--- src/logic/backend_pkg.sv ---
// Back end package
// Sizes, opcode encoding and the structs that travel between
// dispatch, the issue FIFOs, both execution lanes and writeback.

package backend_pkg;

	localparam int XLEN       = 32;
	localparam int NUM_REGS   = 16;
	localparam int REG_AW     = 4;
	localparam int FIFO_DEPTH = 4;
	localparam int MUL_STAGES = 3;

	// FIFO pointer and occupancy widths
	localparam int FIFO_PW = $clog2(FIFO_DEPTH);
	localparam int FIFO_CW = $clog2(FIFO_DEPTH + 1);

	typedef logic [XLEN-1:0]   xlen_t;
	typedef logic [REG_AW-1:0] reg_addr_t;

	typedef enum logic [2:0] {
		OP_ADD  = 3'd0,
		OP_SUB  = 3'd1,
		OP_AND  = 3'd2,
		OP_OR   = 3'd3,
		OP_XOR  = 3'd4,
		OP_SLL  = 3'd5,
		OP_MUL  = 3'd6,
		OP_MULH = 3'd7
	} op_e;

	// Operands already resolved upstream
	typedef struct packed {
		op_e       op;
		reg_addr_t rd;
		xlen_t     op_a;
		xlen_t     op_b;
	} micro_op_t;

	typedef struct packed {
		logic      valid;
		reg_addr_t rd;
		xlen_t     data;
	} wb_t;

	// Multiply pipeline payload, one per stage
	typedef struct packed {
		reg_addr_t         rd;
		logic              hi;
		logic [2*XLEN-1:0] prod;
	} mul_stage_t;

endpackage

--- src/logic/dispatch.sv ---
// Dispatch
// Takes the head micro-op of the instruction queue and steers it to
// the ALU or the multiply issue FIFO. Stalls while the chosen FIFO is full.

`timescale 1ns/1ps

module dispatch import backend_pkg::*; (
	input  logic      CLK,
	input  logic      i_rst,
	input  micro_op_t i_instr,
	input  logic      i_instr_empty,
	input  logic      i_alu_full,
	input  logic      i_mul_full,
	output logic      o_instr_pop,
	output logic      o_alu_push,
	output logic      o_mul_push,
	output micro_op_t o_uop
);

	logic run_q;
	logic is_mul;
	logic target_full;
	logic go;

	// Low through reset, high from the first cycle after it
	always_ff @(posedge CLK) begin
		if (i_rst) begin
			run_q <= 1'b0;
		end else begin
			run_q <= 1'b1;
		end
	end

	assign is_mul      = (i_instr.op == OP_MUL) || (i_instr.op == OP_MULH);
	assign target_full = is_mul ? i_mul_full : i_alu_full;

	// Only back-pressure point in the back end
	assign go = run_q & ~i_instr_empty & ~target_full;

	assign o_instr_pop = go;
	assign o_alu_push  = go & ~is_mul;
	assign o_mul_push  = go & is_mul;
	assign o_uop       = i_instr;

endmodule

--- src/logic/issue_fifo.sv ---
// Issue FIFO
// Circular buffer of FIFO_DEPTH entries between dispatch and one lane.
// The head entry is presented combinationally on o_data.

`timescale 1ns/1ps

module issue_fifo import backend_pkg::*; #(
	parameter type T = micro_op_t
) (
	input  logic CLK,
	input  logic i_rst,
	input  logic i_push,
	input  T     i_data,
	input  logic i_pop,
	output T     o_data,
	output logic o_empty,
	output logic o_full
);

	T mem [FIFO_DEPTH];

	logic [FIFO_PW-1:0] wr_ptr;
	logic [FIFO_PW-1:0] rd_ptr;
	logic [FIFO_CW-1:0] count;
	logic do_push;
	logic do_pop;

	assign o_empty = (count == '0);
	assign o_full  = (count == FIFO_CW'(FIFO_DEPTH));
	assign o_data  = mem[rd_ptr];

	assign do_push = i_push & ~o_full;
	assign do_pop  = i_pop & ~o_empty;

	always_ff @(posedge CLK) begin
		if (i_rst) begin
			wr_ptr <= '0;
			rd_ptr <= '0;
			count  <= '0;
		end else begin
			if (do_push) begin
				wr_ptr <= wr_ptr + 1'b1;
			end
			if (do_pop) begin
				rd_ptr <= rd_ptr + 1'b1;
			end
			// Simultaneous push and pop leaves the count alone
			if (do_push && !do_pop) begin
				count <= count + 1'b1;
			end else if (do_pop && !do_push) begin
				count <= count - 1'b1;
			end
		end
	end

	always_ff @(posedge CLK) begin
		if (do_push) begin
			mem[wr_ptr] <= i_data;
		end
	end

endmodule

--- src/logic/alu_lane.sv ---
// ALU lane
// Drains the ALU issue FIFO one entry per cycle and registers
// a single-cycle integer result for writeback.

`timescale 1ns/1ps

module alu_lane import backend_pkg::*; (
	input  logic      CLK,
	input  logic      i_rst,
	input  micro_op_t i_uop,
	input  logic      i_empty,
	output logic      o_pop,
	output wb_t       o_wb
);

	xlen_t res;

	// Never stalls, so any waiting entry goes
	assign o_pop = ~i_empty;

	always_comb begin
		case (i_uop.op)
			OP_ADD:  res = i_uop.op_a + i_uop.op_b;
			OP_SUB:  res = i_uop.op_a - i_uop.op_b;
			OP_AND:  res = i_uop.op_a & i_uop.op_b;
			OP_OR:   res = i_uop.op_a | i_uop.op_b;
			OP_XOR:  res = i_uop.op_a ^ i_uop.op_b;
			OP_SLL:  res = i_uop.op_a << i_uop.op_b[4:0];
			default: res = '0;
		endcase
	end

	always_ff @(posedge CLK) begin
		if (i_rst) begin
			o_wb.valid <= 1'b0;
		end else begin
			o_wb.valid <= o_pop;
		end
	end

	always_ff @(posedge CLK) begin
		o_wb.rd   <= i_uop.rd;
		o_wb.data <= res;
	end

endmodule

--- src/logic/mul_lane.sv ---
// Multiply lane
// Pops the multiply FIFO every cycle it holds work and pushes the
// unsigned 64-bit product down a MUL_STAGES deep pipeline. The low or
// high half is picked at the last stage.

`timescale 1ns/1ps

module mul_lane import backend_pkg::*; (
	input  logic      CLK,
	input  logic      i_rst,
	input  micro_op_t i_uop,
	input  logic      i_empty,
	output logic      o_pop,
	output wb_t       o_wb
);

	logic [MUL_STAGES-1:0] stage_vld;
	mul_stage_t            stage_q [MUL_STAGES];
	mul_stage_t            last;

	// Fully pipelined, no back-pressure
	assign o_pop = ~i_empty;

	always_ff @(posedge CLK) begin
		if (i_rst) begin
			stage_vld <= '0;
		end else begin
			stage_vld <= {stage_vld[MUL_STAGES-2:0], o_pop};
		end
	end

	// Product formed on entry, then only carried
	always_ff @(posedge CLK) begin
		stage_q[0].rd   <= i_uop.rd;
		stage_q[0].hi   <= (i_uop.op == OP_MULH);
		stage_q[0].prod <= (2*XLEN)'(i_uop.op_a) * (2*XLEN)'(i_uop.op_b);
		for (int i = 1; i < MUL_STAGES; i++) begin
			stage_q[i] <= stage_q[i-1];
		end
	end

	assign last = stage_q[MUL_STAGES-1];

	assign o_wb.valid = stage_vld[MUL_STAGES-1];
	assign o_wb.rd    = last.rd;
	assign o_wb.data  = last.hi ? last.prod[2*XLEN-1:XLEN] : last.prod[XLEN-1:0];

endmodule

--- src/logic/writeback_regfile.sv ---
// Writeback and register file
// Applies the ALU and multiply writebacks in the same cycle, multiply
// first on a shared rd, and serves one combinational read port.
// Register 0 is never written.

`timescale 1ns/1ps

module writeback_regfile import backend_pkg::*; (
	input  logic      CLK,
	input  logic      i_rst,
	input  wb_t       i_alu_wb,
	input  wb_t       i_mul_wb,
	input  reg_addr_t i_rd_addr,
	output xlen_t     o_rd_data
);

	xlen_t regs [NUM_REGS];

	always_ff @(posedge CLK) begin
		if (i_rst) begin
			for (int i = 0; i < NUM_REGS; i++) begin
				regs[i] <= '0;
			end
		end else begin
			// Start at 1 so x0 keeps its reset value
			for (int i = 1; i < NUM_REGS; i++) begin
				if (i_mul_wb.valid && i_mul_wb.rd == reg_addr_t'(i)) begin
					regs[i] <= i_mul_wb.data;
				end else if (i_alu_wb.valid && i_alu_wb.rd == reg_addr_t'(i)) begin
					regs[i] <= i_alu_wb.data;
				end
			end
		end
	end

	assign o_rd_data = regs[i_rd_addr];

endmodule

--- src/logic/backend_top.sv ---
// Execution back end
// Dispatch feeds two issue FIFOs; the ALU lane and the multiply lane
// drain them in parallel and writeback merges both into the
// register file.

`timescale 1ns/1ps

module backend_top import backend_pkg::*; (
	input  logic      CLK,
	input  logic      i_rst,
	input  micro_op_t i_instr,
	input  logic      i_instr_empty,
	output logic      o_instr_pop,
	input  reg_addr_t i_rd_addr,
	output xlen_t     o_rd_data
);

	micro_op_t uop;
	micro_op_t alu_head;
	micro_op_t mul_head;
	logic      alu_push;
	logic      mul_push;
	logic      alu_full;
	logic      mul_full;
	logic      alu_empty;
	logic      mul_empty;
	logic      alu_pop;
	logic      mul_pop;
	wb_t       alu_wb;
	wb_t       mul_wb;

	dispatch i_dispatch (
		.CLK          (CLK),
		.i_rst        (i_rst),
		.i_instr      (i_instr),
		.i_instr_empty(i_instr_empty),
		.i_alu_full   (alu_full),
		.i_mul_full   (mul_full),
		.o_instr_pop  (o_instr_pop),
		.o_alu_push   (alu_push),
		.o_mul_push   (mul_push),
		.o_uop        (uop)
	);

	issue_fifo #(.T(micro_op_t)) alu_fifo (
		.CLK    (CLK),
		.i_rst  (i_rst),
		.i_push (alu_push),
		.i_data (uop),
		.i_pop  (alu_pop),
		.o_data (alu_head),
		.o_empty(alu_empty),
		.o_full (alu_full)
	);

	issue_fifo #(.T(micro_op_t)) mul_fifo (
		.CLK    (CLK),
		.i_rst  (i_rst),
		.i_push (mul_push),
		.i_data (uop),
		.i_pop  (mul_pop),
		.o_data (mul_head),
		.o_empty(mul_empty),
		.o_full (mul_full)
	);

	alu_lane i_alu_lane (
		.CLK    (CLK),
		.i_rst  (i_rst),
		.i_uop  (alu_head),
		.i_empty(alu_empty),
		.o_pop  (alu_pop),
		.o_wb   (alu_wb)
	);

	mul_lane i_mul_lane (
		.CLK    (CLK),
		.i_rst  (i_rst),
		.i_uop  (mul_head),
		.i_empty(mul_empty),
		.o_pop  (mul_pop),
		.o_wb   (mul_wb)
	);

	writeback_regfile i_writeback_regfile (
		.CLK      (CLK),
		.i_rst    (i_rst),
		.i_alu_wb (alu_wb),
		.i_mul_wb (mul_wb),
		.i_rd_addr(i_rd_addr),
		.o_rd_data(o_rd_data)
	);

endmodule

--- config.mk ---
export PLATFORM = sky130hd
export DESIGN_NAME = backend_top
export DESIGN_NICKNAME = d
export VERILOG_FILES = /design/src/logic/backend_pkg.sv /design/src/logic/dispatch.sv /design/src/logic/issue_fifo.sv /design/src/logic/alu_lane.sv /design/src/logic/mul_lane.sv /design/src/logic/writeback_regfile.sv /design/src/logic/backend_top.sv
export SDC_FILE = /design/constraint.sdc
export NUM_CORES = 2
export LEC_CHECK = 0
export ABC_AREA = 1
export BUFFER_PORTS_ARGS = -buffer_cell sky130_fd_sc_hd__clkbuf_2
export CORE_AREA = 2 2 446 448
export CTS_CLUSTER_DIAMETER = 150
export CTS_CLUSTER_SIZE = 12
export DETAILED_ROUTE_END_ITERATION = 8
export DIE_AREA = 0 0 448 450
export HOLD_SLACK_MARGIN = 0.03
export MAX_ROUTING_LAYER = met4
export PLACE_DENSITY = 0.65
export SLEW_MARGIN = 25
export SYNTH_ARGS = -nofsm -noshare
export SYNTH_HDL_FRONTEND = slang
export SYNTH_HIERARCHICAL = 1
export SYNTH_SLANG_ARGS = --single-unit
--- constraint.sdc ---
create_clock -name CLK -period 7.5 [get_ports CLK]
set_input_delay 0.75 -clock CLK [delete_from_list [all_inputs] [get_ports CLK]]
set_output_delay 0.75 -clock CLK [all_outputs]
set_load 0.005 [all_outputs]
After elaboration in Yosys (flattened, before gate mapping)
Memories as Yosys holds them, arrays and structs flattened. A register that Yosys moved wholly into a read port is not among the register bits.
Index checks and enable logic that the tools add are counted.
{ "op_classes": {"add_sub_neg": 10, "n_mux": 153, "reduce_logical": 42, "mul": 1, "bitwise_logic": 46, "n_eq_ne": 40, "n_shift": 1} }
{ "op_table": {"columns": ["op", "n"], "rows": [
  ["32-bit 2-to-1 mux", 31],
  ["32-bit one-hot mux with 6 select lines", 1],
  ["1-bit 2-to-1 mux", 113],
  ["4-bit == test (second input constant)", 16],
  ["32-bit by 32-bit multiplier with 64-bit output", 1],
  ["1-bit logical AND", 34],
  ["32-bit adder", 1],
  ["32-bit AND", 1],
  ["4-bit by 3-bit == test with 1-bit output (second input constant)", 8],
  ["32-bit bitwise OR", 1],
  ["32-bit by 5-bit << shifter with 32-bit output", 1],
  ["32-bit subtractor", 1],
  ["32-bit XOR", 1],
  ["1-bit bitwise OR", 30],
  ["3-bit == test (second input constant)", 7],
  ["4-bit by 2-bit == test with 1-bit output (second input constant)", 4],
  ["3-bit 2-to-1 mux", 4],
  ["3-bit zero test", 3],
  ["2-bit by 1-bit adder with 2-bit output (second input constant)", 4],
  ["4-bit by 1-bit == test with 1-bit output (second input constant)", 2],
  ["2-bit 2-to-1 mux", 4],
  ["1-bit inverter", 7],
  ["3-bit by 1-bit adder with 3-bit output (second input constant)", 2],
  ["1-bit AND", 6],
  ["other kinds (6)", 10]
]} }
{ "totals": {"mem_bits_rw": 1287, "ff_bits": 55, "word_cells": 308, "n_memories": 4, "out_inout_bits": 33, "input_bits": 78} }
{ "memory_table": {"columns": ["memory", "depth", "word_bits", "read_ports", "rd_ports_with_merged_regs", "wr", "line", "rtl"], "rows": [
  ["i_writeback_regfile.regs", 16, 32, 1, 0, 16, "writeback_regfile.sv:17", "xlen_t regs [NUM_REGS];"],
  ["alu_fifo.mem", 4, 71, 1, 1, 1, "issue_fifo.sv:20", "T mem [FIFO_DEPTH];"],
  ["mul_fifo.mem", 4, 71, 1, 1, 1, "issue_fifo.sv:20", null],
  ["i_mul_lane.stage_q", 3, 69, 3, 0, 3, "mul_lane.sv:18", "mul_stage_t stage_q [MUL_STAGES];"]
]} }

Logic depth before layout (Yosys ltp)
{ "logic_depth": {"depth_word": 11, "depth_mapped": 36, "mapped_depth_nobuf": 32} }

Cells and area by module
The synthesis kept the hierarchy.
{ "by_module_without_submodules": {"columns": ["mod", "cells_each", "instances", "area_per_inst_um2"], "rows": [
  ["mul_lane", 5217, 1, 40750.3],
  ["writeback_regfile", 3411, 1, 27000.9],
  ["issue_fifo", 757, 2, 11018.1],
  ["alu_lane", 1385, 1, 7629.8],
  ["dispatch", 83, 1, 615.6]
]} }

Worst setup path after synthesis
OpenSTA, ideal clock, no wires.
{ "synth_timing": {"kind": "register to register", "startpoint": "register (tool-made name)", "endpoint": "memory i_mul_lane/stage_q[0][62] (netlist bit)", "stages_incl_launch_ff": 32, "setup_time_ns": 0.112, "period_less_slack_ns": 6.907, "path_slack_ns": 0.593, "arrival_ns": 6.794, "path_cell_list": "dfxtp_1 > buf_6 > inv_6 > buf_12 > buf_6 > nor2_1 > o22ai_1 > clkbuf_1 > nand2_1 > fa_1 > inv_1 > fa_1 > inv_1 > fa_1 > inv_1 > fa_1 > fa_1 > fa_1 > fa_1 > inv_1 > fa_1 > inv_1 > ha_1 > nand2_1 > nor2_2 > inv_2 > nor2_4 > nand2_1 > nor3_1 > nand2_1 > nand3_1 > nand2_1"} }
{ "synth_lines": {"columns": ["element", "line"], "rows": [
  ["end, declared", "mul_lane.sv:18"]
]} }

==> flow_metrics.py <==
metrics = {
    "clock_tree": {
        "clock_sinks": 1314,
        "clkLatencyLatePin_ns": 0.79,
        "cts_buffers": 121,
        "cts_tree": "done",
        "clk_pin_slew_ns": 0.06,
        "cts_buffer_depth": 3,
        "hold_buffers": 0,
        "cts_root_buffer": "clkbuf_16",
        "cts_max_level": 3,
    },
    "layout": {
        "multi_input_area_mm2": 0.0498,
        "seqCellArea_mm2": 0.0368,
        "finalInstanceArea_mm2": 0.107,
        "nFillCells": 18000,
        "layout.nets": 12900,
        "area_delta_synth_final_pct": 9.38,
        "drive_gt1_frac": 0.0805,
    },
    "global_routing": {
        "antenna_found_initial": 14,
        "overflow": 0,
        "grt_util_met2": 0.509,
        "grt-busiest-layer": "met2",
        "met1_usage": 0.410,
        "grt_max_degree": 136,
        "grt_pass1_wl_um": 471000,
        "grt_use_total": 0.319,
        "grt_pass1_vias": 76800,
        "grt_util_met3": 0.0435,
    },
    "hold_path": {
        "holdCritPathClass": "primary input to register",
        "hold_depth": 1,
        "min-delay-start": "i_instr[21]",
        "min_to": "alu_fifo/mem[3][21]",
    },
    "synthesis": {
        "synthMuxAreaShare": 0.00368,
        "yosys.area.top_type_share": 0.321,
        "yosys.cell_count.top_type": "nand2_1",
        "synthArstFlopShare": 0,
        "synth-xor-area-share": 0.00599,
        "synthFlopType": "edfxtp_1",
        "ys_warn_count": 6,
        "synth_compound_area_frac": 0.0552,
        "synthSimpleGateAreaFrac": 0.199,
        "ys_seq_area_frac": 0.375,
        "synth_edf_count": 1048,
        "yosys-top-cells-area": "edfxtp_1, fa_1, nand2_1",
        "synth-seq-cells": 1314,
        "synth_fp_nets": 13000,
        "synth_top_family_by_area": "adder cells",
        "yosysTopAreaCell": "edfxtp_1",
        "netlist_instances": 11600,
        "yosys-top-cells-count": "nand2_1, inv_1, edfxtp_1",
        "synth.avg_cell_area_um2": 8.44,
        "ys_types": 51,
        "synthAdderAreaFrac": 0.231,
        "syn-cell-area_mm2": 0.0980,
    },
    "critical_path": {
        "crit_type": "register to register",
        "critPathMaxStageDelay_ns": 0.60,
        "worst_setup_path_start_kind": "register",
        "crit_path_end_kind": "register",
        "crit_fanout": 16,
        "cp_slowest_cell": "fa_1",
        "crit_required_ns": 8.16,
        "reg2reg_slack_ns": 0.16,
        "cp.arrival_ns": 8.00,
        "ff2ff_path_depth": 27,
        "timing.rr.end": "i_mul_lane/stage_q[0][58]",
    },
    "sta": {
        "slew_viol_final": 0,
        "final_hold_viol_count": 0,
        "clock_skew_ns": 0.0595,
        "fin_crit_ns": 7.34,
        "worst-slew-pin-transition_ns": 1.13,
        "worst_slack_ns": 0.161,
        "relSlewSlack": 0.247,
        "min_period_over_period": 0.979,
        "rsz0062_at_grt": "yes",
        "timing.hold.ws_ns": 0.253,
        "setup_viol": 0,
        "max_clock_freq_mhz": 136,
    },
    "floorplanning": {
        "fp.dieW_um": 448,
        "die_y_um": 450,
        "rows": 163,
        "start_util": 0.499,
        "core_area_mm2": 0.197,
        "fp.dieArea_mm2": 0.202,
        "io_pins": 111,
    },
    "run_status": {
        "outcome": "finished clean",
    },
    "place": {
        "placed_area_mm2": 0.102,
        "dpl.hpwl_um": 222000,
        "pre_cts_ws_ns": -0.327,
        "port_buffers": 110,
        "gp_routability_congestion": 0.955,
    },
    "flow_run": {
        "drv_cap": 0,
    },
    "detailed_routing": {
        "dr.pass1.iters": 8,
        "drt_iter0_drc": 8420,
        "vias": 77500,
        "wl_per_cell_um": 22.2,
        "drc": 0,
        "final_antenna_net_count": 0,
        "avgViaCountPerCell": 5.43,
        "drt-total-wl_um": 317000,
    },
}
## cell type report
cell class | count | area share
repair inverters | 1 | 0.000105
diodes | 10 | 0.000233
clock inverters | 10 | 0.00163
flip-flops and latches | 1314 | 0.343
well taps | 2640 | 0.0308
multi-input cells | 7110 | 0.464
clock buffers | 208 | 0.0315
repair buffers | 434 | 0.0393
inverters | 2532 | 0.0891
## placed cells by master, fill, tap and decap left out, types with 87 or more instances in the layout
cell,instances
a21oi_1,87
buf_4,221
clkbuf_16,135
clkbuf_2,108
dfxtp_1,262
edfxtp_1,1048
fa_1,893
ha_1,349
inv_1,2499
nand2_1,3103
nand3_1,818
nor2_1,574
o21ai_0,539
o21ai_1,90
o22ai_1,132
## metrics by stage
step / std cells / setup TNS (ns) / utilization
after floorplan: 11600 / 0 / -
final: 14300 / 0 / 0.545
after global placement: 14000 / -1.24 / 0.520
after CTS: 14200 / 0 / 0.539
after detailed placement: 14000 / -1.31 / 0.520
after global routing: 14300 / -0.991 / 0.545
## registers in the layout, indices dropped and copies added, names as in the netlist, named ones only
signal	cells
i_writeback_regfile/regs	480
alu_fifo/mem	284
mul_fifo/mem	284
i_mul_lane/stage_q	207
i_alu_lane/o_wb	37
alu_fifo/count	3
i_mul_lane/stage_vld	3
mul_fifo/count	3
alu_fifo/rd_ptr	2
alu_fifo/wr_ptr	2
mul_fifo/rd_ptr	2
mul_fifo/wr_ptr	2
i_dispatch/run_q	1
## worst max path at each step
stage               slack (ns)      from                        end  cells after the start
detailed placement       -0.33  register  i_mul_lane/stage_q[0][29]                     25
global route             -0.08  register  i_mul_lane/stage_q[0][29]                     28
floorplan                 0.59  register  i_mul_lane/stage_q[0][62]                     31
finish                    0.16  register  i_mul_lane/stage_q[0][58]                     27
global placement         -0.40  register  i_mul_lane/stage_q[0][29]                     25
CTS                       0.02  register  i_mul_lane/stage_q[0][29]                     31
## repair_timing
action | 4_1_cts | 5_1_grt
resized for setup | 17 | 184
pin swaps | 1 | 29
endpoints found under the setup margin | 12 | 44
gates cloned | 1 | 14
buffers inserted | 0 | 24
## metal layers
layer	vias up	wire length (um)
met5	-	0
li1	35400	-
met2	3659	149000
met1	37700	125000
met4	0	16000
met3	796	26900
## kinds of logic after synthesis
logic type,after synthesis
xor gates and xnor gates,67
buffers and inverters,3186
and+or+nand+nor,4748
muxes,32
AOI/OAI and AO/OA,994
adders and majority gates,1269
DFF,1314
## critical path, delay by kind of cell, from the launching register on
family                   cells  cell delay, ns
flip-flops                   1            0.39
AO/OA/AOI/OAI                2            0.47
adder cells (fa/ha/maj)      9            4.33
AND/OR/NAND/NOR              9            0.91
buffers and inverters        7            1.09
Power is not shown: default switching activity piles up to over one toggle a cycle in this logic, so the estimate is an artifact.
